--- src/cim_config.svh ---
//##########################################################
// CIM tile configuration
// Array geometry, flash ADC resolution and the bitline
// reference-range shift shared by every block of the tile
//##########################################################
`ifndef CIM_CONFIG_SVH
`define CIM_CONFIG_SVH

// Array size, rows may be 16, 32 or 64
`define NUM_ROWS 32
`define NUM_COLS 8

// Flash ADC resolution in bits
`define NUM_ADC_BITS 4

// Reference range divided by 2**shift before conversion
`define NUM_ADC_REF_RANGE_SHIFTS 2

// Derived sizes
`define COMP_COUNT ((1 << `NUM_ADC_BITS) - 1)
`define ROW_ADDR_BITS $clog2(`NUM_ROWS)

`endif
--- src/cimDataPkg.sv ---
//##########################################################
// CIM data types
// Widths of rows, columns, activations, ADC codes and
// flash ADC thermometer words
//##########################################################
`default_nettype none

`include "cim_config.svh"

package cimDataPkg;

    // One bit per row, word lines and switch-matrix selects
    typedef logic [`NUM_ROWS-1:0] rowMaskT;

    // One bit per column, write data and sense output
    typedef logic [`NUM_COLS-1:0] colDataT;

    typedef logic [`ROW_ADDR_BITS-1:0] rowAddrT;

    // Activation code: 01 is +1, 11 is -1, 00 and 10 are 0
    typedef logic [1:0] actCodeT;
    typedef actCodeT [`NUM_ROWS-1:0] actVecT;

    // Signed ADC output code per column
    typedef logic signed [`NUM_ADC_BITS-1:0] adcCodeT;
    typedef adcCodeT [`NUM_COLS-1:0] adcVecT;

    // Comparator outputs of one column and of the whole tile
    typedef logic [`COMP_COUNT-1:0] thermoT;
    typedef thermoT [`NUM_COLS-1:0] thermoArrT;

endpackage

`default_nettype wire

--- src/cimCtrlPkg.sv ---
//##########################################################
// CIM control types
// Command format, sequencer states, analog phase strobes
// and the switch-matrix select bundle
//##########################################################
`default_nettype none

package cimCtrlPkg;

    typedef enum logic [1:0] {
        CMD_WRITE   = 2'd0,
        CMD_READ    = 2'd1,
        CMD_COMPUTE = 2'd2
    } cmdOpT;

    // One command, row and data are don't-care for compute
    typedef struct packed {
        cmdOpT                op;
        cimDataPkg::rowAddrT  row;
        cimDataPkg::colDataT  wrData;
        cimDataPkg::actVecT   act;
    } cmdT;

    typedef enum logic [2:0] {
        IDLE,
        WRITE,
        SENSE,
        RESET_BL,
        DRIVE,
        SAMPLE
    } seqStateT;

    // Analog phase strobes, all active high
    typedef struct packed {
        logic pch;
        logic write;
        logic saen;
        logic r2a;
        logic m2a;
        logic drive;
    } phaseT;

    // Positive and negative switch-matrix selects per row
    typedef struct packed {
        cimDataPkg::rowMaskT pVdr;
        cimDataPkg::rowMaskT pVss;
        cimDataPkg::rowMaskT nVdr;
        cimDataPkg::rowMaskT nVss;
    } smSelT;

endpackage

`default_nettype wire

--- src/adcDecoder.sv ---
//##########################################################
// ADC decoder
// Turns thermometer words into signed codes and registers
// sense data and compute results with valid pulses
//##########################################################
`timescale 1ns/1ps
`default_nettype none

`include "cim_config.svh"

module adcDecoder (
    input  logic                   CLK,
    input  logic                   rst,
    input  cimCtrlPkg::phaseT      phase,
    input  cimDataPkg::colDataT    saOut,
    input  cimDataPkg::thermoArrT  adcOut,
    output logic                   rdValid,
    output cimDataPkg::colDataT    rdData,
    output logic                   resValid,
    output cimDataPkg::adcVecT     result
);
    import cimDataPkg::*;

    // Offset between comparator count and signed code
    localparam int adcHalf = 1 << (`NUM_ADC_BITS - 1);

    adcVecT decoded;

    // Ones count of each word, minus the mid-scale offset
    always_comb begin : thermoDecode
        int ones;
        for (int j = 0; j < `NUM_COLS; j++) begin
            ones = 0;
            for (int i = 0; i < `COMP_COUNT; i++) begin
                if (adcOut[j][i]) begin
                    ones = ones + 1;
                end
            end
            decoded[j] = adcCodeT'(ones - adcHalf);
        end
    end

    // One-cycle pulses after the sense and sample phases
    always_ff @(posedge CLK) begin : validRegs
        if (rst) begin
            rdValid  <= 1'b0;
            resValid <= 1'b0;
        end else begin
            rdValid  <= phase.saen;
            resValid <= phase.m2a;
        end
    end

    // Held until the next capture
    always_ff @(posedge CLK) begin : dataRegs
        if (phase.saen) begin
            rdData <= saOut;
        end
        if (phase.m2a) begin
            result <= decoded;
        end
    end

endmodule

`default_nettype wire

--- config.mk ---
export PLATFORM = sky130hd
export DESIGN_NAME = adcDecoder
export DESIGN_NICKNAME = d
export VERILOG_FILES = /design/src/cimDataPkg.sv /design/src/cimCtrlPkg.sv /design/src/adcDecoder.sv
export VERILOG_INCLUDE_DIRS = /design/src
export SDC_FILE = /design/constraint.sdc
export NUM_CORES = 1
export LEC_CHECK = 0
export BUFFER_PORTS_ARGS = -buffer_cell sky130_fd_sc_hd__buf_2
export CELL_PAD_IN_SITES_DETAIL_PLACEMENT = 1
export CELL_PAD_IN_SITES_GLOBAL_PLACEMENT = 1
export CORE_MARGIN = 1.5
export CORE_UTILIZATION = 34
export DETAILED_ROUTE_END_ITERATION = 12
export GPL_ROUTABILITY_DRIVEN = 0
export HOLD_SLACK_MARGIN = 0.12
export PLACE_DENSITY_LB_ADDON = 0.25
export REMOVE_ABC_BUFFERS = 1
export SLEW_MARGIN = 20
export SYNTH_ARGS = -nofsm -noshare
export SYNTH_HDL_FRONTEND = slang
export SYNTH_SLANG_ARGS = --single-unit
--- constraint.sdc ---
create_clock -name CLK -period 23 [get_ports CLK]
set_clock_uncertainty 0.1 [all_clocks]
set_input_delay 4.6 -clock CLK [delete_from_list [all_inputs] [get_ports CLK]]
set_output_delay 4.6 -clock CLK [all_outputs]
set_load 0.01 [all_outputs]
**After elaboration in Yosys (flattened, before gate mapping)**

Index checks and enable logic that the tools add are counted.

- Muxes and demuxes: 120
- Add/sub/neg operators: 120

Operators by type and width:

| cell | number |
|---|---|
| two-way mux 4 bit | 112 |
| adder 4 x 2 -> 4 bit, second input constant | 104 |
| subtractor 4 bit, second input constant | 8 |
| adder 1 x 1 -> 2 bit, second input constant | 8 |
| two-way mux 1 bit | 8 |

- Output and inout bits: 42
- Word-level logic and storage cells: 251
- Register bits after elaboration: 42
- Input port bits: 136

**Logic depth before layout (Yosys ltp)**

- Word-level depth: 30
- Gate-level depth with buffers: 43

**Least setup slack after synthesis**

OpenSTA, ideal clock, no wires.

- Path type: input to register
- Start: input adcOut[60] in the netlist's numbering
- End: register result[19] in the netlist's numbering (data pin)
- Path buffers: 0
- Path slack: 10.846 ns
- Library setup time: 0.258 ns
- Arrival time: 11.797 ns
- Cell stages on the path: 38
- Cells stage by stage: inv_1 ha_1 xor2_4 ha_1 xnor3_1 o21ai_0 a21oi_1 or2_2 ha_1 nand2b_1 and3_1 or4_1 and4_1 or2_2 mux2i_1 ha_1 nand2b_1 nand3_1 (+2 left out) inv_1 ha_1 xor2_1 nor2_1 a21oi_1 o31ai_2 ha_1 xnor2_1 nand3_1 o21ai_0 a21o_1 ha_1 nand2_1 nor3_1 o31a_1 a311oi_1 a2bb2oi_1 xnor2_1

RTL lines:

| what | line | source |
|---|---|---|
| from (decl) | adcDecoder.sv:16 | `input cimDataPkg::thermoArrT adcOut,` |
| to (signal assigned) | adcDecoder.sv:60 | `result <= decoded;` |
| to (decl) | adcDecoder.sv:20 | `output cimDataPkg::adcVecT result` |

==> flow_summary.json <==
{
  "final_antenna_net_count": 0,
  "power_leakage_uw": 0.00619,
  "initial_core_util_pct": 34.5,
  "p_switching_uw": 833,
  "grt_first_pass_wirelength_um": 59800,
  "worstPathArrival_ns": 13.02,
  "overflow": 0,
  "worst-path-max-fanout": 9,
  "path_buf_inv": 4,
  "setup_viol": 0,
  "cp_slowest_cell": "a211oi_2",
  "syn_to_final_growth_pct": 10.1,
  "cts_tree": "done",
  "dp_hpwl_um": 28600,
  "dieArea_um2": 40400,
  "hold_buffers": 0,
  "first_pass_iters": 4,
  "io_buffers": 173,
  "min-delay-start": "saOut[5]",
  "slew_violations": 0,
  "synthDistinctLibCells": 94,
  "power_frac_clock_pct": 5.2,
  "hp-class": "input pin to register",
  "swShare_pct": 48.9,
  "outcome": "complete, no violations",
  "ir_drop_uv": 59.8,
  "max_freq_ghz": 0.0766,
  "vias": 12200,
  "grt_pass1_vias": 12400,
  "fin_tns_setup_ns": 0,
  "clkTransAtPathRegs_ns": 0.08,
  "dp_cells": 2321,
  "clock_sinks": 42,
  "crit_path_end_kind": "register",
  "antenna_found_initial": 1,
  "wirelength_um": 34800,
  "cts_max_level": 2,
  "die_h_um": 201,
  "crit_required_ns": 22.96,
  "drive_above_1_share_pct": 14.9,
  "avgViaCountPerCell": 5.25,
  "fp.dieW_um": 201,
  "synth_seq_cells": 42,
  "ys_warn_count": 0,
  "grt_start_max_net_pins": 34,
  "rsz0062_at_grt": "false",
  "wl_per_cell_um": 14.9,
  "fillers": 4768,
  "core-area_um2": 38600,
  "holdWs_ns": 4.36,
  "synth_flop_cell": "edfxtp_1",
  "postCtsSetupBuffers": 0,
  "syn_area_um2": 13300,
  "crit_start": "adcOut[75]",
  "fin_cells": 2330,
  "ys_seq_area_share_pct": 9.31,
  "p_comb_share_pct": 85.2,
  "clockBufferDepth": 2,
  "p_seq_share_pct": 9.6,
  "worst_pin_slew_ns": 0.943,
  "hold_path_depth": 1,
  "min_period_ns": 13.06,
  "numCtsBuffers": 5,
  "async_flop_share_pct": 0,
  "p_int_uw": 869,
  "seq_area_um2": 1240,
  "slew-limit-headroom_pct": 37.1,
  "design.portCount": 178,
  "p_per_area_nw_per_um2": 116,
  "period_share_pct": 56.8,
  "cp-start-kind": "input pin",
  "rows": 72,
  "cts_resized": 0,
  "final_nets": 2069,
  "crit_family": "compound AO/OA/AOI/OAI gates",
  "multi_input_area_um2": 11300,
  "crit_top_cell": "ha_1",
  "synthCells": 1713,
  "drc_errors": 0,
  "dr.first_iter.drc_count": 427,
  "path_class": "input pin to register",
  "cts_root_buf": "clkbuf_16",
  "avgSynthCellArea_um2": 7.78,
  "grt.total_usage_pct": 17.2,
  "cap_violations": 0,
  "finalHoldViolations": 0,
  "synth_edf_count": 40,
  "cpPeakStageDelay_ns": 0.50,
  "cp.depth": 43
}
## per-stage QoR
stage	total power, µW	setup WS (ns)	instance area [µm²]	util (%)
4_1_cts	1730	9.88	14700	38.0
3_3_place_gp	1580	9.82	14500	37.5
2_1_floorplan	1310	10.87	13000	-
3_5_place_dp	1620	9.58	14500	37.5
5_1_grt	1900	9.14	14700	38.0
6_report	1700	9.94	14700	38.0
## routing by layer
layer / global-route usage (%) / vias to the layer above / wire length [µm]
li1: - / 6236 / -
met1: 23.2 / 5818 / 17000
met2: 30.3 / 150 / 16600
met3: 2.08 / 18 / 1060
met4: 1.42 / 2 / 166
met5: 0 / - / 13
## cell usage after synthesis (all sizes together), types with 30 or more instances
library cell	n	area share (%)
xnor2	239	17
nand2	199	5.6
ha	123	12
inv	112	3.2
nor2	106	3.0
xor2	104	8.0
o21ai	71	2.7
nand3	66	2.5
a21oi	65	2.4
clkbuf	59	1.7
edfxtp	40	9.0
mux2i	31	2.3
mux2	30	2.5
nor2b	30	1.4
## worst paths after layout
kind	endpoint	slack, ns
max	result[23]	9.94
min	rdData[5]	4.36
## layout by cell type (no fill, tap or decap), types with 12 or more instances in the layout
cell,instances
nor3b_1,12
inv_1,111
xor2_1,92
a21oi_1,65
nand3_1,66
edfxtp_1,40
o21ai_0,67
xnor3_1,14
nand3b_1,14
a211oi_1,18
mux2_2,30
a31oi_1,25
nand2_1,199
buf_2,173
and2_1,15
nand2b_1,22
nor2b_1,30
o211ai_1,17
xnor2_1,222
ha_1,123
mux2i_1,31
nor2_1,106
and3_1,24
o31ai_1,21
nand4_1,13
nor3_1,26
## final cells by class
cell class,instances,share of cell area (%)
Antenna cell,1,0.0170
Clock inverter,3,0.298
Timing Repair Buffer,173,5.90
Clock buffer,5,0.852
Sequential cell,42,8.46
Tap cell,518,4.42
Multi-Input combinational cell,1474,77.1
Inverter,114,2.92
## sequential cells by signal (all words and copies together), names as in the netlist
name      count
rdData        8
result       32
rdValid       1
resValid      1
## logic make-up (layout without fill, tap and decap cells)
family / count (synthesis) / in the layout / synth area share [%]
mux: 61 / 61 / 4.86
buf+inv: 197 / 295 / 5.74
compound gates: 349 / 349 / 18.2
other cells: 0 / 1 / 0
simple gates: 575 / 575 / 21.0
flops: 42 / 42 / 9.31
fa+ha+maj: 124 / 124 / 11.6
xor+xnor: 365 / 365 / 29.2
## power groups by stage
stage | registers [µW] | logic, µW | clock network [µW]
floorplan | 177 | 1130 | 0
global placement | 166 | 1410 | 0
detailed placement | 167 | 1460 | 0
CTS | 165 | 1470 | 93.2
global route | 167 | 1640 | 94.6
finish | 164 | 1450 | 88.5
(Power assumes the default switching activity.)
