`src/cim_config.svh`:
```
//##########################################################
// CIM tile configuration
// Array geometry, flash ADC resolution and the bitline
// reference-range shift shared by every block of the tile
//##########################################################
`ifndef CIM_CONFIG_SVH
`define CIM_CONFIG_SVH

// Array size, rows may be 16, 32 or 64
`define NUM_ROWS 32
`define NUM_COLS 8

// Flash ADC resolution in bits
`define NUM_ADC_BITS 4

// Reference range divided by 2**shift before conversion
`define NUM_ADC_REF_RANGE_SHIFTS 2

// Derived sizes
`define COMP_COUNT ((1 << `NUM_ADC_BITS) - 1)
`define ROW_ADDR_BITS $clog2(`NUM_ROWS)

`endif
```
`src/cimDataPkg.sv`:
```
//##########################################################
// CIM data types
// Widths of rows, columns, activations, ADC codes and
// flash ADC thermometer words
//##########################################################
`default_nettype none

`include "cim_config.svh"

package cimDataPkg;

    // One bit per row, word lines and switch-matrix selects
    typedef logic [`NUM_ROWS-1:0] rowMaskT;

    // One bit per column, write data and sense output
    typedef logic [`NUM_COLS-1:0] colDataT;

    typedef logic [`ROW_ADDR_BITS-1:0] rowAddrT;

    // Activation code: 01 is +1, 11 is -1, 00 and 10 are 0
    typedef logic [1:0] actCodeT;
    typedef actCodeT [`NUM_ROWS-1:0] actVecT;

    // Signed ADC output code per column
    typedef logic signed [`NUM_ADC_BITS-1:0] adcCodeT;
    typedef adcCodeT [`NUM_COLS-1:0] adcVecT;

    // Comparator outputs of one column and of the whole tile
    typedef logic [`COMP_COUNT-1:0] thermoT;
    typedef thermoT [`NUM_COLS-1:0] thermoArrT;

endpackage

`default_nettype wire

```
`src/cimCtrlPkg.sv`:
```
//##########################################################
// CIM control types
// Command format, sequencer states, analog phase strobes
// and the switch-matrix select bundle
//##########################################################
`default_nettype none

package cimCtrlPkg;

    typedef enum logic [1:0] {
        CMD_WRITE   = 2'd0,
        CMD_READ    = 2'd1,
        CMD_COMPUTE = 2'd2
    } cmdOpT;

    // One command, row and data are don't-care for compute
    typedef struct packed {
        cmdOpT                op;
        cimDataPkg::rowAddrT  row;
        cimDataPkg::colDataT  wrData;
        cimDataPkg::actVecT   act;
    } cmdT;

    typedef enum logic [2:0] {
        IDLE,
        WRITE,
        SENSE,
        RESET_BL,
        DRIVE,
        SAMPLE
    } seqStateT;

    // Analog phase strobes, all active high
    typedef struct packed {
        logic pch;
        logic write;
        logic saen;
        logic r2a;
        logic m2a;
        logic drive;
    } phaseT;

    // Positive and negative switch-matrix selects per row
    typedef struct packed {
        cimDataPkg::rowMaskT pVdr;
        cimDataPkg::rowMaskT pVss;
        cimDataPkg::rowMaskT nVdr;
        cimDataPkg::rowMaskT nVss;
    } smSelT;

endpackage

`default_nettype wire

```
`src/macroSequencer.sv`:
```
//##########################################################
// Macro sequencer
// Command FSM producing the precharge, write, sense and
// ADC phase strobes together with the busy level
//##########################################################
`timescale 1ns/1ps
`default_nettype none

module macroSequencer (
    input  logic               CLK,
    input  logic               rst,
    input  logic               cmdValid,
    input  cimCtrlPkg::cmdT    cmd,
    output logic               busy,
    output cimCtrlPkg::phaseT  phase
);
    import cimCtrlPkg::*;

    seqStateT state;
    seqStateT nextState;
    phaseT    nextPhase;

    // Commands only start from IDLE, so busy strobes never get here
    always_comb begin : nextStateLogic
        nextState = state;
        case (state)
            IDLE: begin
                if (cmdValid) begin
                    case (cmd.op)
                        CMD_WRITE:   nextState = WRITE;
                        CMD_READ:    nextState = SENSE;
                        CMD_COMPUTE: nextState = RESET_BL;
                        default:     nextState = IDLE;
                    endcase
                end
            end
            // Single-cycle memory accesses
            WRITE:    nextState = IDLE;
            SENSE:    nextState = IDLE;
            // Compute runs reset, drive, sample
            RESET_BL: nextState = DRIVE;
            DRIVE:    nextState = SAMPLE;
            SAMPLE:   nextState = IDLE;
            default:  nextState = IDLE;
        endcase
    end

    // Strobes follow the state being entered so they line up with it
    always_comb begin : phaseDecode
        nextPhase = '0;
        case (nextState)
            WRITE: begin
                nextPhase.pch   = 1'b1;
                nextPhase.write = 1'b1;
            end
            SENSE: begin
                nextPhase.pch  = 1'b1;
                nextPhase.saen = 1'b1;
            end
            // Bitlines back to reset level
            RESET_BL: nextPhase.r2a = 1'b1;
            DRIVE:    nextPhase.drive = 1'b1;
            // Converted code moves to the decoder
            SAMPLE:   nextPhase.m2a = 1'b1;
            default:  nextPhase = '0;
        endcase
    end

    always_ff @(posedge CLK) begin : stateReg
        if (rst) begin
            state <= IDLE;
            phase <= '0;
        end else begin
            state <= nextState;
            phase <= nextPhase;
        end
    end

    assign busy = (state != IDLE);

endmodule

`default_nettype wire

```
`config.mk`:
```
export PLATFORM = sky130hd
export DESIGN_NAME = macroSequencer
export DESIGN_NICKNAME = d
export VERILOG_FILES = /design/src/cimDataPkg.sv /design/src/cimCtrlPkg.sv /design/src/macroSequencer.sv
export VERILOG_INCLUDE_DIRS = /design/src
export SDC_FILE = /design/constraint.sdc
export NUM_CORES = 1
export LEC_CHECK = 0
export ABC_AREA = 1
export BUFFER_PORTS_ARGS = -buffer_cell sky130_fd_sc_hd__buf_2
export CAP_MARGIN = 0
export CORE_MARGIN = 8
export CORE_UTILIZATION = 23
export CTS_BUF_LIST = sky130_fd_sc_hd__clkbuf_8 sky130_fd_sc_hd__clkbuf_16
export DETAILED_ROUTE_END_ITERATION = 6
export MAX_ROUTING_LAYER = met4
export PLACE_DENSITY = 0.91
export RECOVER_POWER = 50
export SETUP_SLACK_MARGIN = 0.5
export SLEW_MARGIN = 25
export SYNTH_ARGS = -nofsm -noshare
export SYNTH_HDL_FRONTEND = slang
export SYNTH_SLANG_ARGS = --single-unit
```
`constraint.sdc`:
```
create_clock -name CLK -period 2.4 [get_ports CLK]
set_input_delay 0.72 -clock CLK [delete_from_list [all_inputs] [get_ports CLK]]
set_output_delay 0.72 -clock CLK [all_outputs]
set_load 0.005 [all_outputs]
```
Word level (Yosys, flattened, before mapping). Index checks and enable logic that the tools add are counted.

Reduce and logical (&&, ||, !) cells: 4. Equality and inequality tests: 9. Multiplexer cells: 9.

Operators with widths (number): 3-bit by 2-bit equality test with 1-bit output, second input constant (3); 3-bit equality test, second input constant (3); 3-bit one-hot mux with 3 select lines (1); 1-bit two-way mux (6); 2-bit one-hot mux with 3 select lines (1); 3-bit by 1-bit equality test with 1-bit output, second input constant (1); 3-bit logical NOT (1); 3-bit two-way mux (1); 3-bit nonzero test (1); 2-bit by 1-bit equality test with 1-bit output, second input constant (1); 2-bit equality test, second input constant (1); 2-bit logical NOT (1); 2-bit OR reduction (1).

Input port bits: 82. Word-level logic and storage cells: 29. Register bits after elaboration: 9. Output and inout bits: 7.

Longest topological paths before layout.
Depth in word-level cells: 7. Gate-level depth with buffers: 6. Depth with buffers taken out: 6.

Worst setup path after synthesis. OpenSTA, ideal clock, no wires.

Path kind: input -> register. Start point: input rst. End point: register phase[5] (netlist bit). Required time: 2.285 ns. Data arrival time: 1.158 ns. Slack: 1.127 ns. Cell stages on the path: 4. Buffers on the path: 1. Setup time: 0.115 ns. Path through: clkbuf_1 inv_1 nand3_1 nand2_1.

RTL lines: start: declaration (RTL line macroSequencer.sv:11) `input logic rst,`; end signal: assignment (RTL line macroSequencer.sv:75) `phase <= nextPhase;`; end: declaration (RTL line macroSequencer.sv:15) `output cimCtrlPkg::phaseT phase`.

Worst setup path in the final report.
Start point: register state[0]. End point: output busy.

Word-level cells in the longest chain between the ends: 1.

Ends and longest elaborated chain: start: declaration (RTL line macroSequencer.sv:19) `seqStateT state;`; start signal: assignment (RTL line macroSequencer.sv:74) `state <= nextState;`; 3-bit nonzero test (RTL line macroSequencer.sv:79) `assign busy = (state != IDLE);`; end: declaration (RTL line macroSequencer.sv:14) `output logic busy,`.

Every way passes these cells.

==> impl_results.md <==
- Diode count: 0
- Die area: about 0.0033 mm²
- Clock network latency to the later pin of the worst-skew pair: between 0.2 and 0.25 ns
- Commonest non-fill, non-tap cell in the layout: nand2_1
- Setup crit end: busy
- Hold Fails Final Rpt: 0
- Worst VDD drop: roughly 0.00038 V
- # hold bufs at CTS: 0
- Post-synth net total: roughly 130
- Beginning of the worst register-to-register path: state[0]
- Clk_skew: roughly 0.00017 ns
- Clock transition at path regs: 0.04 ns
- Mux share of post-synthesis cell area: 0%
- Post-synthesis sequential area ratio: 46.3%
- Outcome: finished, final reports clean
- FF-to-FF path depth: 5
- Number of buffers added on ports: 11
- Layout area overhead: 26.4%
- Yosys reg bits: 9
- Top cell type's share of synthesized area: a little under half
- Antenna-violating nets left: 0
- Critical Path Fanout Max: 4
- CP required: about 1.7 ns
- CTS root buffer: clkbuf_8
- Xor/xnor cell area share of the yosys netlist: 0%
- Worst r2r dst: phase[2]
- Die W: roughly 57 µm
- Drt total wl: 773 µm
- Wire length of the first global-routing pass: 1320 µm
- Family with the most delay on the worst path: flip-flops
- Fin crit period: roughly 1.7 ns
- Ports: 89
- Worst min path class: flip-flop to flip-flop
- Inserted Clock Buffers: 3
- Area of the core: 0.00165 mm²
- Leakage power: around 0.28 nW
- Slew Viols, Final: 0
- CTS Buffer Depth: 2
- M1 WL: between 200 and 300 µm
- Drt first-iter violations: 2
- DRC: 0
- Clock Sinks: 9
- Yosys cell types: 13
- Worst path depth: 3
- Layout Nets: ~150
- Synth Area in Compound Gates: 0%
- Metal3 WL: 105 µm
- Worst-margin pin slew: 0.312 ns
- Max-cap viol count: 0
- Arr. time, crit path: between 0.9 and 1 ns
- Setup TNS: 0 ns
- Syn Inst Count: 51
- Via density: just under 4
- Slowest cell on crit path: dfxtp_1
- Die Height: roughly 57 µm
- Crit. End Element: output port
- Crit-path max cell delay: between 0.3 and 0.4 ns
- CTS tree: built
- Vias: between 300 and 400
- Placed cell areas: 462 µm²
- First-pass DRT Iterations: 2
- CP Launch Type: flip-flop
- Most frequent cells in the layout: nand2_1, inv_1, buf_2, dfxtp_1, nor2_1
- Max Freq: around 0.6 GHz
- Initial Util: roughly a quarter
- Yosys warns: 0
- Fillers: slightly below 200
- Power Density: 749 mW/mm²
- Met2 WL: between 300 and 400 µm
- CTS resizes: 0
- Worst setup path start: state[0]
- Area leader, netlist: dfxtp_1
- Global placement routability congestion: between 0.7 and 0.8
- Critical path, cell by cell: nor2_4 > nand2_4 > buf_2
- HPWL Detailed: approximately 650 µm
- H-tree depth: 1
- Slew margin rel.: between 70% and 80%
- Setup repair after global routing missed its margin: no
- Share of layout cells above drive strength 1: 29.2%
- Vias in the first global route: around 320
- Setup CP Type: flip-flop to output port
- GRT overflow: 0
- Antenna violations before repair: 0
- Crit path buf inv count: 1
- Synth Cell Area: between 300 and 400 µm²
- Avg Inst Size Synth: 7.63 µm²
- Gr usage total: about 5.6%
- Tcrit/Tclk final: just under 70%
- Largest net degree at the start of global routing: 9
- Worst hold stages: 2
- Synth Area in Adders: 0%
- Rows: 15
- Setup-failing EPs final: 0
- Uppermost layer routed: met3
- Largest cells by area after synthesis: dfxtp_1, nand2_1, inv_1, nor2_1, nand3_1
- Flop-to-flop setup slack: about 1.4 ns
- Post-route cell area: 492 µm²
- Largest family of logic cells by synthesized area: simple AND/OR/NAND/NOR gates
- Post-CTS Setup Bufs: 0
- Avg WL per Cell: approximately 9.4 µm
- Post-synthesis simple-gate area fraction: between 40 and 50%
==> synthesized netlist by cell type <==
cell type  count
clkbuf_1       1
dfxtp_1        9
inv_1          9
inv_2          1
nand2_1       10
nand2_2        3
nand2_4        1
nand3_1        5
nand3_2        1
nor2_1         7
nor2_2         1
nor2_4         2
nor3_2         1
==> sequential cells by signal (all words and copies together) (netlist names) <==
register,cells
phase,6
state,3
==> worst min path at each step <==
stage / start / endpoint / slack (ns)
2_1_floorplan: state[2] / phase[1] / 0.46
3_3_place_gp: state[2] / phase[1] / 0.47
3_5_place_dp: state[2] / phase[1] / 0.48
4_1_cts: state[2] / phase[1] / 0.49
5_1_grt: state[2] / phase[1] / 0.51
6_report: state[2] / phase[1] / 0.49
==> layer usage <==
| layer | up-vias | GRT usage [%] |
|---|---|---|
| met3 | 0 | 5.54 |
| li1 | 176 | - |
| met5 | - | - |
| met2 | 12 | 8.84 |
| met4 | 0 | 2.01 |
| met1 | 137 | 4.34 |
==> worst reg2reg max path, stage by stage (launching register included) <==
cell,delay [ns]
dfxtp_1,0.35
nor2_4,0.17
nand2_4,0.07
inv_2,0.05
nand2_1,0.09
nor3_1,0.20
==> cell type report <==
type | instances | area [µm²] | share of cell area [%]
clock inverters | 1 | 3.75 | 0.763
inverters | 10 | 37.5 | 7.63
clock buffers | 3 | 41.3 | 8.40
flip-flops and latches | 9 | 180 | 36.6
multi-input cells | 31 | 155 | 31.6
well taps | 17 | 21.3 | 4.33
repair buffers | 11 | 52.6 | 10.7
==> report_power, final <==
group / switching (W) / internal (W)
combinational: 0.0000259 / 0.0000172
clock: 0.0000533 / 0.000111
sequential: 0.00000377 / 0.000157
==> cell families after synthesis <==
family	count (synthesis)
flops	9
simple gates	31
buf+inv	11
==> through the flow <==
| step | total power (W) | utilization [%] | hold slack [ns] | instances | setup slack (ns) |
|---|---|---|---|---|---|
| 2_1_floorplan | 0.000194 | - | 0.458 | 51 | 1.13 |
| 3_3_place_gp | 0.000208 | 28.0 | 0.472 | 78 | 0.992 |
| 3_5_place_dp | 0.000211 | 28.0 | 0.484 | 78 | 0.974 |
| 4_1_cts | 0.000380 | 30.7 | 0.489 | 82 | 0.721 |
| 5_1_grt | 0.000393 | 29.8 | 0.509 | 82 | 0.676 |
| 6_report | 0.000368 | 29.8 | 0.493 | 82 | 0.734 |
(Power assumes the default switching activity.)
