--- src/cim_config.svh ---
//##########################################################
// CIM tile configuration
// Array geometry, flash ADC resolution and the bitline
// reference-range shift shared by every block of the tile
//##########################################################
`ifndef CIM_CONFIG_SVH
`define CIM_CONFIG_SVH

// Array size, rows may be 16, 32 or 64
`define NUM_ROWS 32
`define NUM_COLS 8

// Flash ADC resolution in bits
`define NUM_ADC_BITS 4

// Reference range divided by 2**shift before conversion
`define NUM_ADC_REF_RANGE_SHIFTS 2

// Derived sizes
`define COMP_COUNT ((1 << `NUM_ADC_BITS) - 1)
`define ROW_ADDR_BITS $clog2(`NUM_ROWS)

`endif
--- src/cimDataPkg.sv ---
//##########################################################
// CIM data types
// Widths of rows, columns, activations, ADC codes and
// flash ADC thermometer words
//##########################################################
`default_nettype none

`include "cim_config.svh"

package cimDataPkg;

    // One bit per row, word lines and switch-matrix selects
    typedef logic [`NUM_ROWS-1:0] rowMaskT;

    // One bit per column, write data and sense output
    typedef logic [`NUM_COLS-1:0] colDataT;

    typedef logic [`ROW_ADDR_BITS-1:0] rowAddrT;

    // Activation code: 01 is +1, 11 is -1, 00 and 10 are 0
    typedef logic [1:0] actCodeT;
    typedef actCodeT [`NUM_ROWS-1:0] actVecT;

    // Signed ADC output code per column
    typedef logic signed [`NUM_ADC_BITS-1:0] adcCodeT;
    typedef adcCodeT [`NUM_COLS-1:0] adcVecT;

    // Comparator outputs of one column and of the whole tile
    typedef logic [`COMP_COUNT-1:0] thermoT;
    typedef thermoT [`NUM_COLS-1:0] thermoArrT;

endpackage

`default_nettype wire

--- src/cimCtrlPkg.sv ---
//##########################################################
// CIM control types
// Command format, sequencer states, analog phase strobes
// and the switch-matrix select bundle
//##########################################################
`default_nettype none

package cimCtrlPkg;

    typedef enum logic [1:0] {
        CMD_WRITE   = 2'd0,
        CMD_READ    = 2'd1,
        CMD_COMPUTE = 2'd2
    } cmdOpT;

    // One command, row and data are don't-care for compute
    typedef struct packed {
        cmdOpT                op;
        cimDataPkg::rowAddrT  row;
        cimDataPkg::colDataT  wrData;
        cimDataPkg::actVecT   act;
    } cmdT;

    typedef enum logic [2:0] {
        IDLE,
        WRITE,
        SENSE,
        RESET_BL,
        DRIVE,
        SAMPLE
    } seqStateT;

    // Analog phase strobes, all active high
    typedef struct packed {
        logic pch;
        logic write;
        logic saen;
        logic r2a;
        logic m2a;
        logic drive;
    } phaseT;

    // Positive and negative switch-matrix selects per row
    typedef struct packed {
        cimDataPkg::rowMaskT pVdr;
        cimDataPkg::rowMaskT pVss;
        cimDataPkg::rowMaskT nVdr;
        cimDataPkg::rowMaskT nVss;
    } smSelT;

endpackage

`default_nettype wire

--- src/rowDriver.sv ---
//##########################################################
// Row driver
// Latches the accepted command, decodes the row address
// into word lines and maps activations to switch selects
//##########################################################
`timescale 1ns/1ps
`default_nettype none

`include "cim_config.svh"

module rowDriver (
    input  logic                 CLK,
    input  logic                 rst,
    input  logic                 cmdValid,
    input  logic                 busy,
    input  cimCtrlPkg::cmdT      cmd,
    input  cimCtrlPkg::phaseT    phase,
    output cimDataPkg::rowMaskT  wordLine,
    output cimDataPkg::colDataT  wrData,
    output cimCtrlPkg::smSelT    sel
);
    import cimDataPkg::*;

    rowAddrT rowReg;
    actVecT  actReg;
    rowMaskT rowOneHot;
    rowMaskT actPos;
    rowMaskT actNeg;
    logic    accept;

    // Strobes while busy are dropped
    assign accept = cmdValid && !busy;

    // Row and write data only matter once a phase enables them
    always_ff @(posedge CLK) begin : cmdLatch
        if (accept) begin
            rowReg <= cmd.row;
            wrData <= cmd.wrData;
        end
    end

    // Activations start at zero, i.e. every row at reset level
    always_ff @(posedge CLK) begin : actLatch
        if (rst) begin
            actReg <= '0;
        end else if (accept) begin
            actReg <= cmd.act;
        end
    end

    always_comb begin : rowDecode
        rowOneHot = '0;
        rowOneHot[rowReg] = 1'b1;
    end

    // Word line only open for write and sense
    assign wordLine = (phase.write || phase.saen) ? rowOneHot : '0;

    // Split codes into +1 and -1 row masks
    always_comb begin : actSplit
        for (int i = 0; i < `NUM_ROWS; i++) begin
            actPos[i] = (actReg[i] == 2'b01);
            actNeg[i] = (actReg[i] == 2'b11);
        end
    end

    // +1 pulls P side up and N side down, -1 the reverse
    always_comb begin : selDrive
        sel = '0;
        if (phase.drive) begin
            sel.pVdr = actPos;
            sel.nVss = actPos;
            sel.pVss = actNeg;
            sel.nVdr = actNeg;
        end
    end

endmodule

`default_nettype wire

--- config.mk ---
export PLATFORM = sky130hd
export DESIGN_NAME = rowDriver
export DESIGN_NICKNAME = d
export VERILOG_FILES = /design/src/cimDataPkg.sv /design/src/cimCtrlPkg.sv /design/src/rowDriver.sv
export VERILOG_INCLUDE_DIRS = /design/src
export SDC_FILE = /design/constraint.sdc
export NUM_CORES = 1
export LEC_CHECK = 0
export ABC_AREA = 1
export BUFFER_PORTS_ARGS = -buffer_cell sky130_fd_sc_hd__buf_2
export CORE_MARGIN = 1.5
export CORE_UTILIZATION = 29
export DETAILED_ROUTE_END_ITERATION = 8
export PLACE_DENSITY = 0.59
export SYNTH_ARGS = -nofsm -noshare
export SYNTH_HDL_FRONTEND = slang
export SYNTH_SLANG_ARGS = --single-unit
--- constraint.sdc ---
create_clock -name CLK -period 1.1 [get_ports CLK]
set_input_delay 0.055 -clock CLK [delete_from_list [all_inputs] [get_ports CLK]]
set_output_delay 0.055 -clock CLK [all_outputs]
set_load 0.01 [all_outputs]
# Word-level counts from Yosys, hierarchy flattened
# Cells that the tools add are included.
totals:
  mem_bits_ro: 0
  latch_bits: 0
  out_inout_bits: 168
  n_memories: 0
  register_bits: 77
  mem_bits_rw: 0
classes:
  n_eq_ne: 64
  n_div: 0
  order_cmp: 2
  muxes: 4
  n_shift: 0
  n_mul: 0
  n_reduce_logical: 4
  addsub: 0
  bitwise_logic: 0
op_table:
  columns: ["op", "count"]
  rows:
  - ["128-bit two-way mux", 1]
  - ["2-bit by 1-bit == test with 1-bit output, second input constant", 32]
  - ["2-bit == test, second input constant", 32]
  - ["32-bit two-way mux", 1]
  - ["5-bit by 6-bit < comparator with 1-bit output, second input constant", 1]
  - ["1-bit demux with 5-bit select", 1]
  - ["5-bit by 1-bit greater-or-equal comparator with 1-bit output, second input constant", 1]
  - ["1-bit logical AND", 2]
  - ["1-bit zero test", 1]
  - ["1-bit logical OR", 1]
  - ["1-bit two-way mux", 1]

# Depth between registers and ports, before layout
# Gate-level depths: netlist of the first run.
depth:
  word_depth: 5
  mapped_depth: 6
  ltp_nobuf: 4

# Worst setup path before layout of the first run
# OpenSTA, ideal clock, no wires.
synth_path:
  path_kind: "input -> output"
  start: "input phase[0] (netlist bit)"
  end: "output sel[108] (netlist bit)"
  path_buffers: 3
  cell_stages: 5
  setup_slack_ns: 0.148
  required_ns: 1.045
  t_arrival_ns: 0.897
  path_cell_list: "buf_2 -> inv_2 -> buf_2 -> nor3_1 -> buf_4"
synth_rtl:
  columns: ["element", "line", "rtl"]
  rows:
  - ["from (decl)", "rowDriver.sv:17", "input cimCtrlPkg::phaseT phase,"]
  - ["to (decl)", "rowDriver.sv:20", "output cimCtrlPkg::smSelT sel"]

# Worst setup path in the final report of the first run
layout_path:
  start: "register rowReg[0]"
  end: "output wordLine[14]"
layout_between:
  elab_chain_cells: 5
  word_cells_on_any_way: 6
layout_rtl:
  columns: ["element", "line", "rtl"]
  rows:
  - ["from (decl)", "rowDriver.sv:24", "rowAddrT rowReg;"]
  - ["from (signal assigned)", "rowDriver.sv:37", "rowReg <= cmd.row;"]
  - ["5-bit by 6-bit < comparator with 1-bit output (not written as such) or 5-bit by 1-bit greater-or-equal comparator with 1-bit output (tied branches)", "rowDriver.sv:53", "rowOneHot[rowReg] = 1'b1;"]
  - ["1-bit logical AND (not written as such)", "rowDriver.sv:53", null]
  - ["1-bit two-way mux (not written as such)", "rowDriver.sv:53", null]
  - ["1-bit demux with 5-bit select *", "rowDriver.sv:53", null]
  - ["32-bit two-way mux *", "rowDriver.sv:57", "assign wordLine = (phase.write || phase.saen) ? rowOneHot : '0;"]
  - ["to (decl)", "rowDriver.sv:18", "output cimDataPkg::rowMaskT wordLine,"]
# Mark *: on every way between the ends. The rest lies on a longest branch, timed or not.

==> flow_results.org, run 1 <==
** Status
- Run status :: finished, violations left
- Failing checks :: negative setup slack

** Pwr
- For this design the static power due to leakage is ~3.5 nW.
- Internal Power :: 0.005630 W
- Proportion of power drawn by the clock network :: between 40% and 50%
- Switching part of the total :: 27.88%
- Power share of the sequential group :: 41.4%
- Part of the total power dissipated in combinational logic :: 17.7%
- IR analysis of the VDD net gives a maximum drop of 0.7318 mV.
- In this run the power spent charging and discharging nets is 0.002176 W.
- Power spread over the standard cell area amounts to 1186 nW/um2.

** Synthesis
- Of the synthesized area, sequential elements account for ~38%.
- Area of the mapped netlist :: 4348 um2
- Post-Syn Nets :: 768
- In this run, synthesis produced a sequential element count of 77.
- Yosys printed 0 warnings.
- Synthesis produced 679 cells.
- Post-Synthesis Mean Instance Area :: 6.403 um2
- Synth cell types :: 13

** Critical path
- WS Path Type :: reg2out
- Crit-path max cell delay :: 0.44 ns
- Of all nets on the critical path, the largest fanout is 8.
- The worst setup path is launched from a flip-flop.
- At the worst endpoint, the required time is 1.04 ns.
- Critical path endpoint category :: output pin
- Largest delay contributor family on the critical path :: flip-flops
- The number of buffers and inverters on the critical path is 2.
- Critical path's slowest cell :: edfxtp_1
- Arrival time worst endpoint :: ~1.3 ns
- The signal on the critical path passes through inv_2 > nand3_4 > nor2_1 > buf_2.

** CTS
- Root Driver :: clkbuf_16
- Num CTS Buffers :: 9
- Sink Count :: 77
- CTS H-Tree Depth :: 3
- Clock slew at the register clock pins of the worst setup and hold paths :: 0.07 ns
- At the later pin of the worst-skew pair, clock insertion delay measures 0.33 ns.
- No sink is reached through more buffers than the 2 on the longest clock path.
- CTS tree :: built

** Final layout
- Most common library cell in the layout ignoring fill and taps :: buf_2
- Relative area change from synthesis to final layout :: 51.37%
- Cells with a size suffix above 1 make up 50.62% of the layout.
- Diode insertion count for antenna repair :: 0
- Leading cell types in the layout, fill and taps excluded :: 235 x buf_2, 163 x nor2_1, 101 x nand2_1
- Post-layout nets :: just under 1000
- Fill cells in the final layout number 1500.
- Footprint of the multi-input gates :: about 2200 um2
- The sequential cells in the finished layout cover a total of 1778 um2.
- After routing the design area is ~6600 um2.

** Route
- The detail route stage leaves a number of antenna-violating nets equal to 0.
- The routed design has 13200 um of wire.
- Post-detailed-route DRC marker count :: 0
- Dividing the detail-routed wire length by the instance count gives 12.35 um.
- Initial drt markers :: 143
- The detailed router placed 4637 vias in this run.
- Using the TritonRoute via totals, the vias-per-cell ratio works out to 4.338.
- Before antenna repair, the detailed router went through 4 iterations.

** GRT
- Pin count of the biggest net entering global routing :: between 40 and 50
- The first global-routing pass estimated about 20000 um of wire.
- Global routing used about 16% of the available tracks.
- The number of global-route vias before repair was 4065.
- Number of antenna violations at the first check in global routing :: 0
- Residual overflow from global routing :: 0

** STA
- Final-report max-slew violation count :: 0
- The final hold violation count is 0.
- Headroom to the max-slew limit came out at 76.84%.
- Summed over all failing endpoints, the final setup total negative slack is -7.357 ns.
- Of the available clock period, the critical path in the final layout requires 123.5%.
- Final period demand of the worst path :: around 1.4 ns
- Setup violations remaining at the end of the flow were counted as 36.
- Once routing completed, OpenROAD measured the worst setup slack at -0.2588 ns.
- RSZ-0062 raised after global routing :: true
- Slew of the pin with the lowest slew margin :: 0.3475 ns
- Based on the critical path, the design can be clocked at up to ~740 MHz.
- Across the routed clock network, the largest skew measured is 0 ns.

** Worst hold path
- The tightest min-delay check is of the in2reg type.

** Floorplan
- Area enclosed by the die boundary :: 15740 um2
- Chip width :: 125.4 um
- Die height :: 125.4 um
- # rows :: 44
- For this configuration, the core starts out at a cell density of 29.80%.
- Core area :: 14590 um2
- For this design the top-level I/O count stands at 257.

** Placement
- Input and output buffers added on the ports amount to ~250.
- Placer congestion estimate :: 0.7938
- Detailed placement ended at an HPWL of approximately 9200 um.
- Summing all placed instances gives a cell area of roughly 5400 um2.

** Job
- Number of maximum-capacitance constraint violations :: 0
tightest hold or removal path: cells and delay by family:
kind	cells	cell delay, ns
buffers and inverters	2	0.10
AND/OR/NAND/NOR	3	0.17
power by group through the flow:
stage / Sequential, W / Clock (W) / Combinational, W
after floorplan: 0.00323 / 0 / 0.000763
after global placement: 0.00323 / 0 / 0.00117
after detailed placement: 0.00324 / 0 / 0.00118
after CTS: 0.00320 / 0.00332 / 0.00130
after global routing: 0.00325 / 0.00340 / 0.00154
final: 0.00323 / 0.00320 / 0.00138
synthesized netlist by cell type:
| library cell | n | share of area (%) |
|---|---|---|
| nand2_1 | 118 | 10 |
| clkbuf_1 | 1 | 0.086 |
| inv_2 | 3 | 0.26 |
| buf_2 | 21 | 2.4 |
| buf_6 | 5 | 1.3 |
| nor2_1 | 214 | 18 |
| inv_1 | 83 | 7.2 |
| nand3_1 | 76 | 8.7 |
| buf_1 | 5 | 0.43 |
| edfxtp_1 | 13 | 9.0 |
| dfxtp_1 | 64 | 29 |
| buf_4 | 65 | 11 |
| nor3_1 | 11 | 1.3 |
repair_timing:
item	CTS	global route
hold buffers	17	0
pin swaps	15	20
endpoints found under the hold margin	17	0
gates resized for setup	78	146
endpoints found under the setup margin	100	148
gates cloned	0	0
setup buffers	2	0
sequential cells by signal, indices dropped and copies added, names as in the netlist:
signal	flops
rowReg	5
wrData	8
actReg	64
through the flow:
stage | total power [W] | utilization (%) | std cells | hold WS, ns | setup slack, ns
after global routing | 0.008188 | 45.11 | 1069 | 0.03166 | -0.3298
after CTS | 0.007816 | 42.06 | 1069 | 0.0005619 | -0.2519
final | 0.007806 | 45.11 | 1069 | 0.01440 | -0.2588
after detailed placement | 0.004415 | 36.91 | 1034 | 0.2335 | -0.005467
after floorplan | 0.003989 | - | 679 | 0.1539 | 0.1475
after global placement | 0.004398 | 36.91 | 1034 | 0.2322 | 0.02685
final timing paths:
kind | endpoint | depth (start not counted) | slack [ns] | start
max | wordLine[14] | 4 | -0.26 | rowReg[0]$_DFFE_PP_
max reg2reg | actReg[55]$_SDFFE_PP0P_ | 2 | 0.48 | actReg[55]$_SDFFE_PP0P_
min reg2reg | actReg[40]$_SDFFE_PP0P_ | 2 | 0.47 | actReg[40]$_SDFFE_PP0P_
min | actReg[27]$_SDFFE_PP0P_ | 5 | 0.01 | cmd[27]
area by class of cell:
class / instances / share of cell area, %
timing repair buffer: 287 / 26.69
clock buffer: 11 / 4.011
inverter: 86 / 4.943
tap: 184 / 3.498
sequential: 77 / 27.02
multi-input combinational: 419 / 32.87
clock inverter: 5 / 0.9696
per-layer routing:
| metal | track usage, % | routed length [um] | vias to the layer above |
|---|---|---|---|
| met1 | 19.99 | 5640 | 2096 |
| li1 | - | - | 2370 |
| met3 | 2.396 | 654 | 12 |
| met5 | 0 | 0 | - |
| met4 | 5.949 | 190 | 0 |
| met2 | 28.23 | 6714 | 159 |
logic make-up (layout without fill, tap and decap cells):
logic type	Yosys count	in the layout	share of synthesized area, %
buffers and inverters	183	389	22.88
and+or+nand+nor	419	419	38.68
DFF	77	77	38.45
Power figures use the tool's default switching activity.
==> run 2: changes to the inputs <==
- SETUP_SLACK_MARGIN: not set -> 0.05
==> run 2 against run 1 <==
The run still ends with negative setup slack left. Wire length up 3.1%. Register-to-register slack about the same. Sequential power about the same. Flip-flop and latch count unchanged. Final area up 5.6%. Largest power group unchanged.
==> flow_results.org, run 2 (synthesis results as in run 1) <==
** Placement
- Placer congestion estimate :: 0.7938 (unchanged)
- The number of buffers added on ports is 251 (unchanged).
- The HPWL after detailed placement was 9199 um (unchanged).
- Post-Place Worst Slack :: -0.005467 ns (unchanged)

** Final layout
- Post-layout nets :: 969 (unchanged)
- Diode insertion count for antenna repair :: 0 (unchanged)
- The area of all sequential standard cells came to 1803 um2 (was 1778 um2).
- The top register by number of flip-flops was actReg (unchanged).
- The number of flip-flops in the largest register was 64 (unchanged).
- The leading cell type in the layout, fill and taps excluded is buf_2 (unchanged).
- The fraction of the core area covered by cells at the end of the flow was 47.65% (was 45.11%).
- The area growth from synthesis to final layout is 59.88% (was 51.37%).
- Registers with the most flip-flops :: actReg x64, wrData x8, rowReg x5 (unchanged)
- Fill cells :: 1451 (was 1500)
- Leading cell types in the layout, fill and taps excluded: 205 x buf_2, 157 x nor2_1, 72 x nand2_1 (was 235 x buf_2, 163 x nor2_1, 101 x nand2_1).
- The share of post-route cells with drive strength above 1 came to 55.59% (was 50.62%).
- Footprint of the multi-input gates :: 2321 um2 (was 2163 um2)

** STA
- The setup clock skew after layout was 0 ns (unchanged).
- The final hold violation count came to 0 (unchanged).
- The time the worst path needs with I/O delays and setup came to 1.358 ns (was 1.359 ns).
- The final critical-path setup slack is -0.2581 ns (was -0.2588 ns).
- Number of endpoints failing setup at the final stage :: 42 (was 36)
- Max Fclk :: 736.3 MHz (was 735.9 MHz)
- The final critical-path share of the clock period came to 123.5% (about the same).
- Final-report max-slew violation count :: 0 (unchanged)
- RSZ-0062 raised after global routing: true (unchanged).
- The worst slew margin relative to its limit is 76.65% (was 76.84%).
- The transition at the pin with the smallest max-transition slack came to 0.3502 ns (was 0.3475 ns).

** Pwr
- The power density relative to cell area is 1137 nW/um2 (was 1186 nW/um2).
- Worst IR Drop VDD :: 0.7289 mV (was 0.7318 mV)
- Static Leak :: 3.595 nW (was 3.514 nW)

** Route
- Post-detailed-route DRC marker count :: 0 (unchanged)
- Met3 Routed Length :: 712 um (was 654 um)
- The met1 wire length was 5668 um (was 5640 um).
- Top Metal Used :: met4 (unchanged)
- WL/cell :: 12.73 um (was 12.35 um)
- The starting DRC count in detailed routing is 141 (was 143).
- The number of iterations in the first detailed-routing pass was 4 (unchanged).
- The met2 routed wirelength was 7007 um (was 6714 um).
- Per-cell via count in the routed design :: 4.394 (was 4.338)
- Antenna Nets Post-Route :: 0 (unchanged)
- The total wire length after detailed routing was 13610 um (was 13200 um).
- Total via count in the routed design :: 4697 (was 4637)

** Floorplan
- The core outline area came to 14590 um2 (unchanged).
- # rows :: 44 (unchanged)
- The die boundary height is 125.4 um (unchanged).
- The overall die area was 15740 um2 (unchanged).
- The width of the die was 125.4 um (unchanged).
- The total I/O pin count was 257 (unchanged).
- Starting utilization of the core area :: 29.80% (unchanged)

** GRT
- Vias in the first global route :: 4144 (was 4065)
- The first-pass GRT wire length is 20540 um (was 20310 um).
- Total routing usage reported by global routing :: 16.29% (was 16.12%)
- Pin count of the biggest net entering global routing :: 45 (unchanged)
- The number of antenna violations at the first check in global routing is 0 (unchanged).
- The global-route congestion overflow total was 0 (unchanged).

** Critical path
- The cell with the largest stage delay on the worst path is edfxtp_1 (unchanged).
- The arrival time at the worst endpoint is 1.30 ns (about the same).
- Ordered list of cells on the worst path: inv_2 > nand3_4 > nor2_1 > buf_2 (unchanged).
- Required time at the worst-slack endpoint :: 1.04 ns (about the same)
- Critical path endpoint category :: output pin (unchanged)
- Critical Path Start Type :: flip-flop (unchanged)
- Crit-path max cell delay :: 0.44 ns (about the same)
- WS Path Type :: reg2out (unchanged)
- Critical path fanouts, max :: 8 (unchanged)

** CTS
- The CTS sink count was 77 (unchanged).
- The cell at the root of the clock tree is clkbuf_16 (unchanged).
- The clock tree from TritonCTS is built (unchanged).
- Clk buf depth :: 2 (unchanged)
- Num CTS Buffers :: 9 (unchanged)
- The worst-skew pair later-pin latency came to 0.33 ns (about the same).
- The CTS H-tree depth was 3 (unchanged).
- The clock transition at the registers of the reported paths came to 0.07 ns (about the same).

** Worst hold path
- Path category of the worst min-delay check :: in2reg (unchanged)

** Status
- Failing checks: negative setup slack (unchanged).
- Run status: finished, violations left (unchanged).

** Job
- Number of maximum-capacitance constraint violations :: 0 (unchanged)
[run 2: cell types whose count changed in the layout (fill, tap and decap cells not counted), moves of 6 or more]
cell / delta
dfxtp_4: +7
buf_6: +30
dfxtp_1: -6
buf_2: -30
nor2_1: -6
nor2_4: +10
nand2_2: +25
nand2_1: -29
[run 2: path summary, 6_finish.rpt]
kind	from	to	slack, ns	cells past startpoint
setup / recovery	rowReg[0]$_DFFE_PP_	wordLine[14]	-0.26	4
hold / removal	cmd[31]	actReg[31]$_SDFFE_PP0P_	0.01	5
setup reg to reg	actReg[55]$_SDFFE_PP0P_	actReg[55]$_SDFFE_PP0P_	0.48	2
hold reg to reg	actReg[56]$_SDFFE_PP0P_	actReg[56]$_SDFFE_PP0P_	0.47	2
[run 2: timing repair]
| action | CTS | global route |
|---|---|---|
| endpoints found under the setup margin | 160 | 160 |
| pin swaps | 23 | 28 |
| resized for setup | 151 | 168 |
| hold endpoints to repair | 17 | 0 |
| hold buffers | 17 | 0 |
| buffers inserted | 2 | 0 |
[run 2: final cells by class]
class                           instances  share of cell area, %
Clock buffer                           11                  3.798
Clock inverter                          5                 0.9179
Inverter                               86                  4.680
Multi-Input combinational cell        419                  33.39
Sequential cell                        77                  25.94
Tap cell                              184                  3.312
Timing Repair Buffer                  287                  27.97
[run 2: per-stage QoR]
stage               setup TNS, ns  std cells  total power, W  hold WS [ns]  area, um2
floorplan                       0        679        0.003989        0.1539       4348
global placement                0       1034        0.004398        0.2322       5385
detailed placement      -0.005467       1034        0.004415        0.2335       5385
CTS                        -7.682       1069        0.007870     0.0004388       6282
global route               -10.81       1069        0.008293       0.03036       6952
finish                     -7.459       1069        0.007904       0.01257       6952
[run 2: critical path: cells and delay by family (launching register included)]
family        cells  cell delay, ns
buf+inv           2            0.27
flops             1            0.44
simple gates      2            0.26
[run 2: per-layer routing]
layer,track usage [%],vias up
met3,2.396,15
met4,5.816,0
met2,28.68,160
met5,0,-
met1,20.15,2147
li1,-,2375
[run 2: power breakdown]
part | switching [W] | total, W | leakage [nW] | internal, W
Sequential | 0.000186 | 0.00325 | 0.679 | 0.00307
Clock | 0.00123 | 0.00320 | 0.157 | 0.00197
Combinational | 0.000823 | 0.00145 | 2.76 | 0.000628
==> run 3: changes to the inputs <==
- CORE_UTILIZATION: 29 -> 44
- PLACE_DENSITY: 0.59 -> 0.83
==> run 3 against run 2 <==
The flow still finishes with violations (negative setup slack). Sequential power about the same. Largest cell class unchanged. Count of clock-buffer cells in the layout down 1. Utilization up 28 points. Combinational power up 17%. Register-to-register slack worse by 0.16 ns. First-iteration DRC count up 34%. Critical path depth unchanged. Clock power down 33%. Fmax down 12%.
==> flow_results.org, run 3 (synthesis results as in run 1) <==
** CTS
- Num CTS Buffers :: 9 (unchanged)
- Clock slew at the register clock pins of the worst setup and hold paths :: 0.08 ns (was 0.07 ns)
- The CTS sink count is 77 (unchanged).
- The clock tree from TritonCTS is built (unchanged).
- Worst-Skew Late Latency :: 0.34 ns (was 0.33 ns)
- The number of buffers on the longest clock path was 2 (unchanged).
- Root Driver :: clkbuf_8 (was clkbuf_16)
- The CTS H-tree depth is 3 (unchanged).

** Route
- The routed wirelength normalized by instance count is 15.99 um (was 12.73 um).
- The starting DRC count in detailed routing came to 189 (was 141).
- WL final :: 16890 um (was 13610 um)
- Total via count in the routed design :: 5302 (was 4697)
- The number of DRC violations after detailed routing was 0 (unchanged).
- Antenna Nets Post-Route :: 0 (unchanged)
- The via count normalized by instance count came to 5.021 (was 4.394).
- The number of iterations in the first detailed-routing pass was 5 (was 4).

** GRT
- The overall fraction of global-route tracks in use was 23.97% (was 16.29%).
- The global-route congestion overflow total came to 0 (unchanged).
- First-pass GRT wire length :: 19640 um (was 20540 um)
- The number of antenna violations at the first check in global routing was 1 (was 0).
- The number of global-route vias before repair came to 4270 (was 4144).
- Pin count of the biggest net entering global routing :: 65 (was 45)

** STA
- The worst slew margin relative to its limit was 71.78% (was 76.65%).
- The final hold slack came to 0.01058 ns (was 0.01257 ns).
- RSZ-0062 raised after global routing :: true (unchanged)
- The time the worst path needs with I/O delays and setup was 1.547 ns (was 1.358 ns).
- The final-report setup violation count came to 77 (was 42).
- The count of final max-slew check failures is 0 (unchanged).
- The maximum operating frequency came to 646.3 MHz (was 736.3 MHz).
- The final critical-path share of the clock period is 140.7% (was 123.5%).
- Slew of the pin with the lowest slew margin :: 0.4233 ns (was 0.3502 ns)
- Largest clock skew in the final design :: 0 ns (unchanged)
- Worst-case setup margin in the final layout :: -0.4472 ns (was -0.2581 ns)
- Number of hold-slack violations in the final timing report :: 0 (unchanged)

** Critical path
- Critical path's slowest cell :: edfxtp_1 (unchanged)
- Crit-path max cell delay :: 0.39 ns (was 0.44 ns)
- Critical path depth in cells :: 4 (unchanged)
- The worst-path maximum fanout was 8 (unchanged).
- The cell depth of the worst flop-to-flop path was 3 (was 2).
- WS Path Type :: reg2out (unchanged)
- Largest delay contributor family on the critical path :: simple AND/OR/NAND/NOR gates (was flip-flops)
- Ordered list of cells on the worst path :: buf_4 > nand3_2 > nor2_1 > buf_2 (was inv_2 > nand3_4 > nor2_1 > buf_2)
- Buffers and inverters on the worst path :: 2 (unchanged)
- R2r setup slk :: 0.32 ns (was 0.48 ns)
- Critical path endpoint category :: output pin (unchanged)
- Required time at the worst-slack endpoint :: 1.04 ns (about the same)
- The arrival time at the worst endpoint is 1.49 ns (was 1.30 ns).
- Critical Path Start Type :: flip-flop (unchanged)

** Final layout
- Leading cell types in the layout, fill and taps excluded :: 192 x buf_2, 146 x nor2_1, 68 x inv_1, 68 x nand2_1, 64 x nand3_1 (was 205 x buf_2, 157 x nor2_1, 72 x nand2_1)
- The count of nets after finishing is 1006 (was 969).
- The area growth from synthesis to final layout came to 67.88% (was 59.88%).
- Number of flip-flops under the largest register name :: 64 (unchanged)
- Registers with the most flip-flops :: actReg x64, wrData x8, rowReg x5 (unchanged)
- The leading cell type in the layout, fill and taps excluded is buf_2 (unchanged).
- The share of post-route cells with drive strength above 1 is 56.18% (was 55.59%).
- The top register by number of flip-flops is actReg (unchanged).
- The count of non-filler cells in the finished layout is 1056 (was 1069).

** Pwr
- The leakage power of the design is 3.724 nW (was 3.595 nW).
- Worst IR Drop VDD :: 0.6428 mV (was 0.7289 mV)
- Power density over the cells :: 973.4 nW/um2 (was 1137 nW/um2)

** Floorplan
- Starting utilization of the core area :: 44.90% (was 29.80%)
- The core outline area was 9684 um2 (was 14590 um2).
- The width of the die is 102.4 um (was 125.4 um).
- The overall die area is 10490 um2 (was 15740 um2).
- Ports placed on the boundary :: 257 (unchanged)
- Die height :: 102.4 um (was 125.4 um)
- The floorplan row count was 36 (was 44).

** Placement
- Placer congestion estimate :: 0.7374 (was 0.7938)
- The number of buffers added on ports was 251 (unchanged).
- The HPWL after detailed placement is 8318 um (was 9199 um).
- Number of instances in the placed design :: 982 (was 1034)

** Job
- The reported max-cap violation count is 0 (unchanged).

** Status
- Run status :: finished, violations left (unchanged)
- Failing checks :: negative setup slack (unchanged)

** Worst hold path
- The hold-critical path depth came to 5 (unchanged).
- Path category of the worst min-delay check :: in2reg (unchanged)
run 3: cell types whose count changed in the layout (fill, tap and decap cells not counted), sizes merged:
| cell | change |
|---|---|
| buf | +10 |
| dlygate4sd3 | +27 |
| clkinv | +1 |
| clkbuf | -1 |
| diode | +1 |
run 3: repair_timing:
action | 4_1_cts | 5_1_grt
pin swaps | 27 | 47
buffers inserted | 7 | 6
hold buffers | 44 | 0
hold endpoints to repair | 44 | 0
setup endpoints to repair | 160 | 160
resized for setup | 159 | 211
run 3: through the flow:
stage	setup TNS [ns]	instance area, um2	util (%)	setup slack (ns)	total power, W
floorplan	0	4348	-	0.1475	0.003989
global placement	-0.006852	5301	54.74	-0.006852	0.004356
detailed placement	-0.03108	5301	54.74	-0.01828	0.004383
CTS	-9.782	6392	66.01	-0.3234	0.006793
global route	-20.06	7300	75.37	-0.5374	0.007437
finish	-12.85	7300	75.37	-0.4472	0.007106
run 3: worst reg2reg max path: cells and delay by family (launching register included):
| kind | cells | cell delay [ns] |
|---|---|---|
| and+or+nand+nor | 2 | 0.17 |
| DFF | 1 | 0.37 |
| buffers and inverters | 1 | 0.13 |
run 3: final cells by class:
type,instances,area [um2]
Multi-Input combinational cell,419,2435
Fill cell,620,2385
Timing Repair Buffer,324,2374
Sequential cell,77,1804
Inverter,86,327.8
Tap cell,133,166.4
Clock buffer,10,127.6
Clock inverter,6,62.56
Antenna cell,1,2.502
run 3: report_power, final:
| part | internal [W] | total, W | switching (W) |
|---|---|---|---|
| Clock | 0.00105 | 0.00214 | 0.00109 |
| Sequential | 0.00306 | 0.00328 | 0.000212 |
| Combinational | 0.000743 | 0.00169 | 0.000946 |
run 3: final timing paths:
kind                                   to                     from
setup reg to reg  actReg[49]$_SDFFE_PP0P_  actReg[49]$_SDFFE_PP0P_
hold / removal    actReg[20]$_SDFFE_PP0P_                  cmd[20]
hold reg to reg   actReg[24]$_SDFFE_PP0P_  actReg[24]$_SDFFE_PP0P_
setup / recovery             wordLine[15]      rowReg[0]$_DFFE_PP_
run 3: per-layer routing:
| layer | track usage [%] | part of all wire (%) |
|---|---|---|
| met4 | 8.008 | 5.0 |
| met5 | 0 | 0 |
| met2 | 46.51 | 53 |
| met1 | 25.55 | 34 |
| met3 | 4.925 | 8.4 |
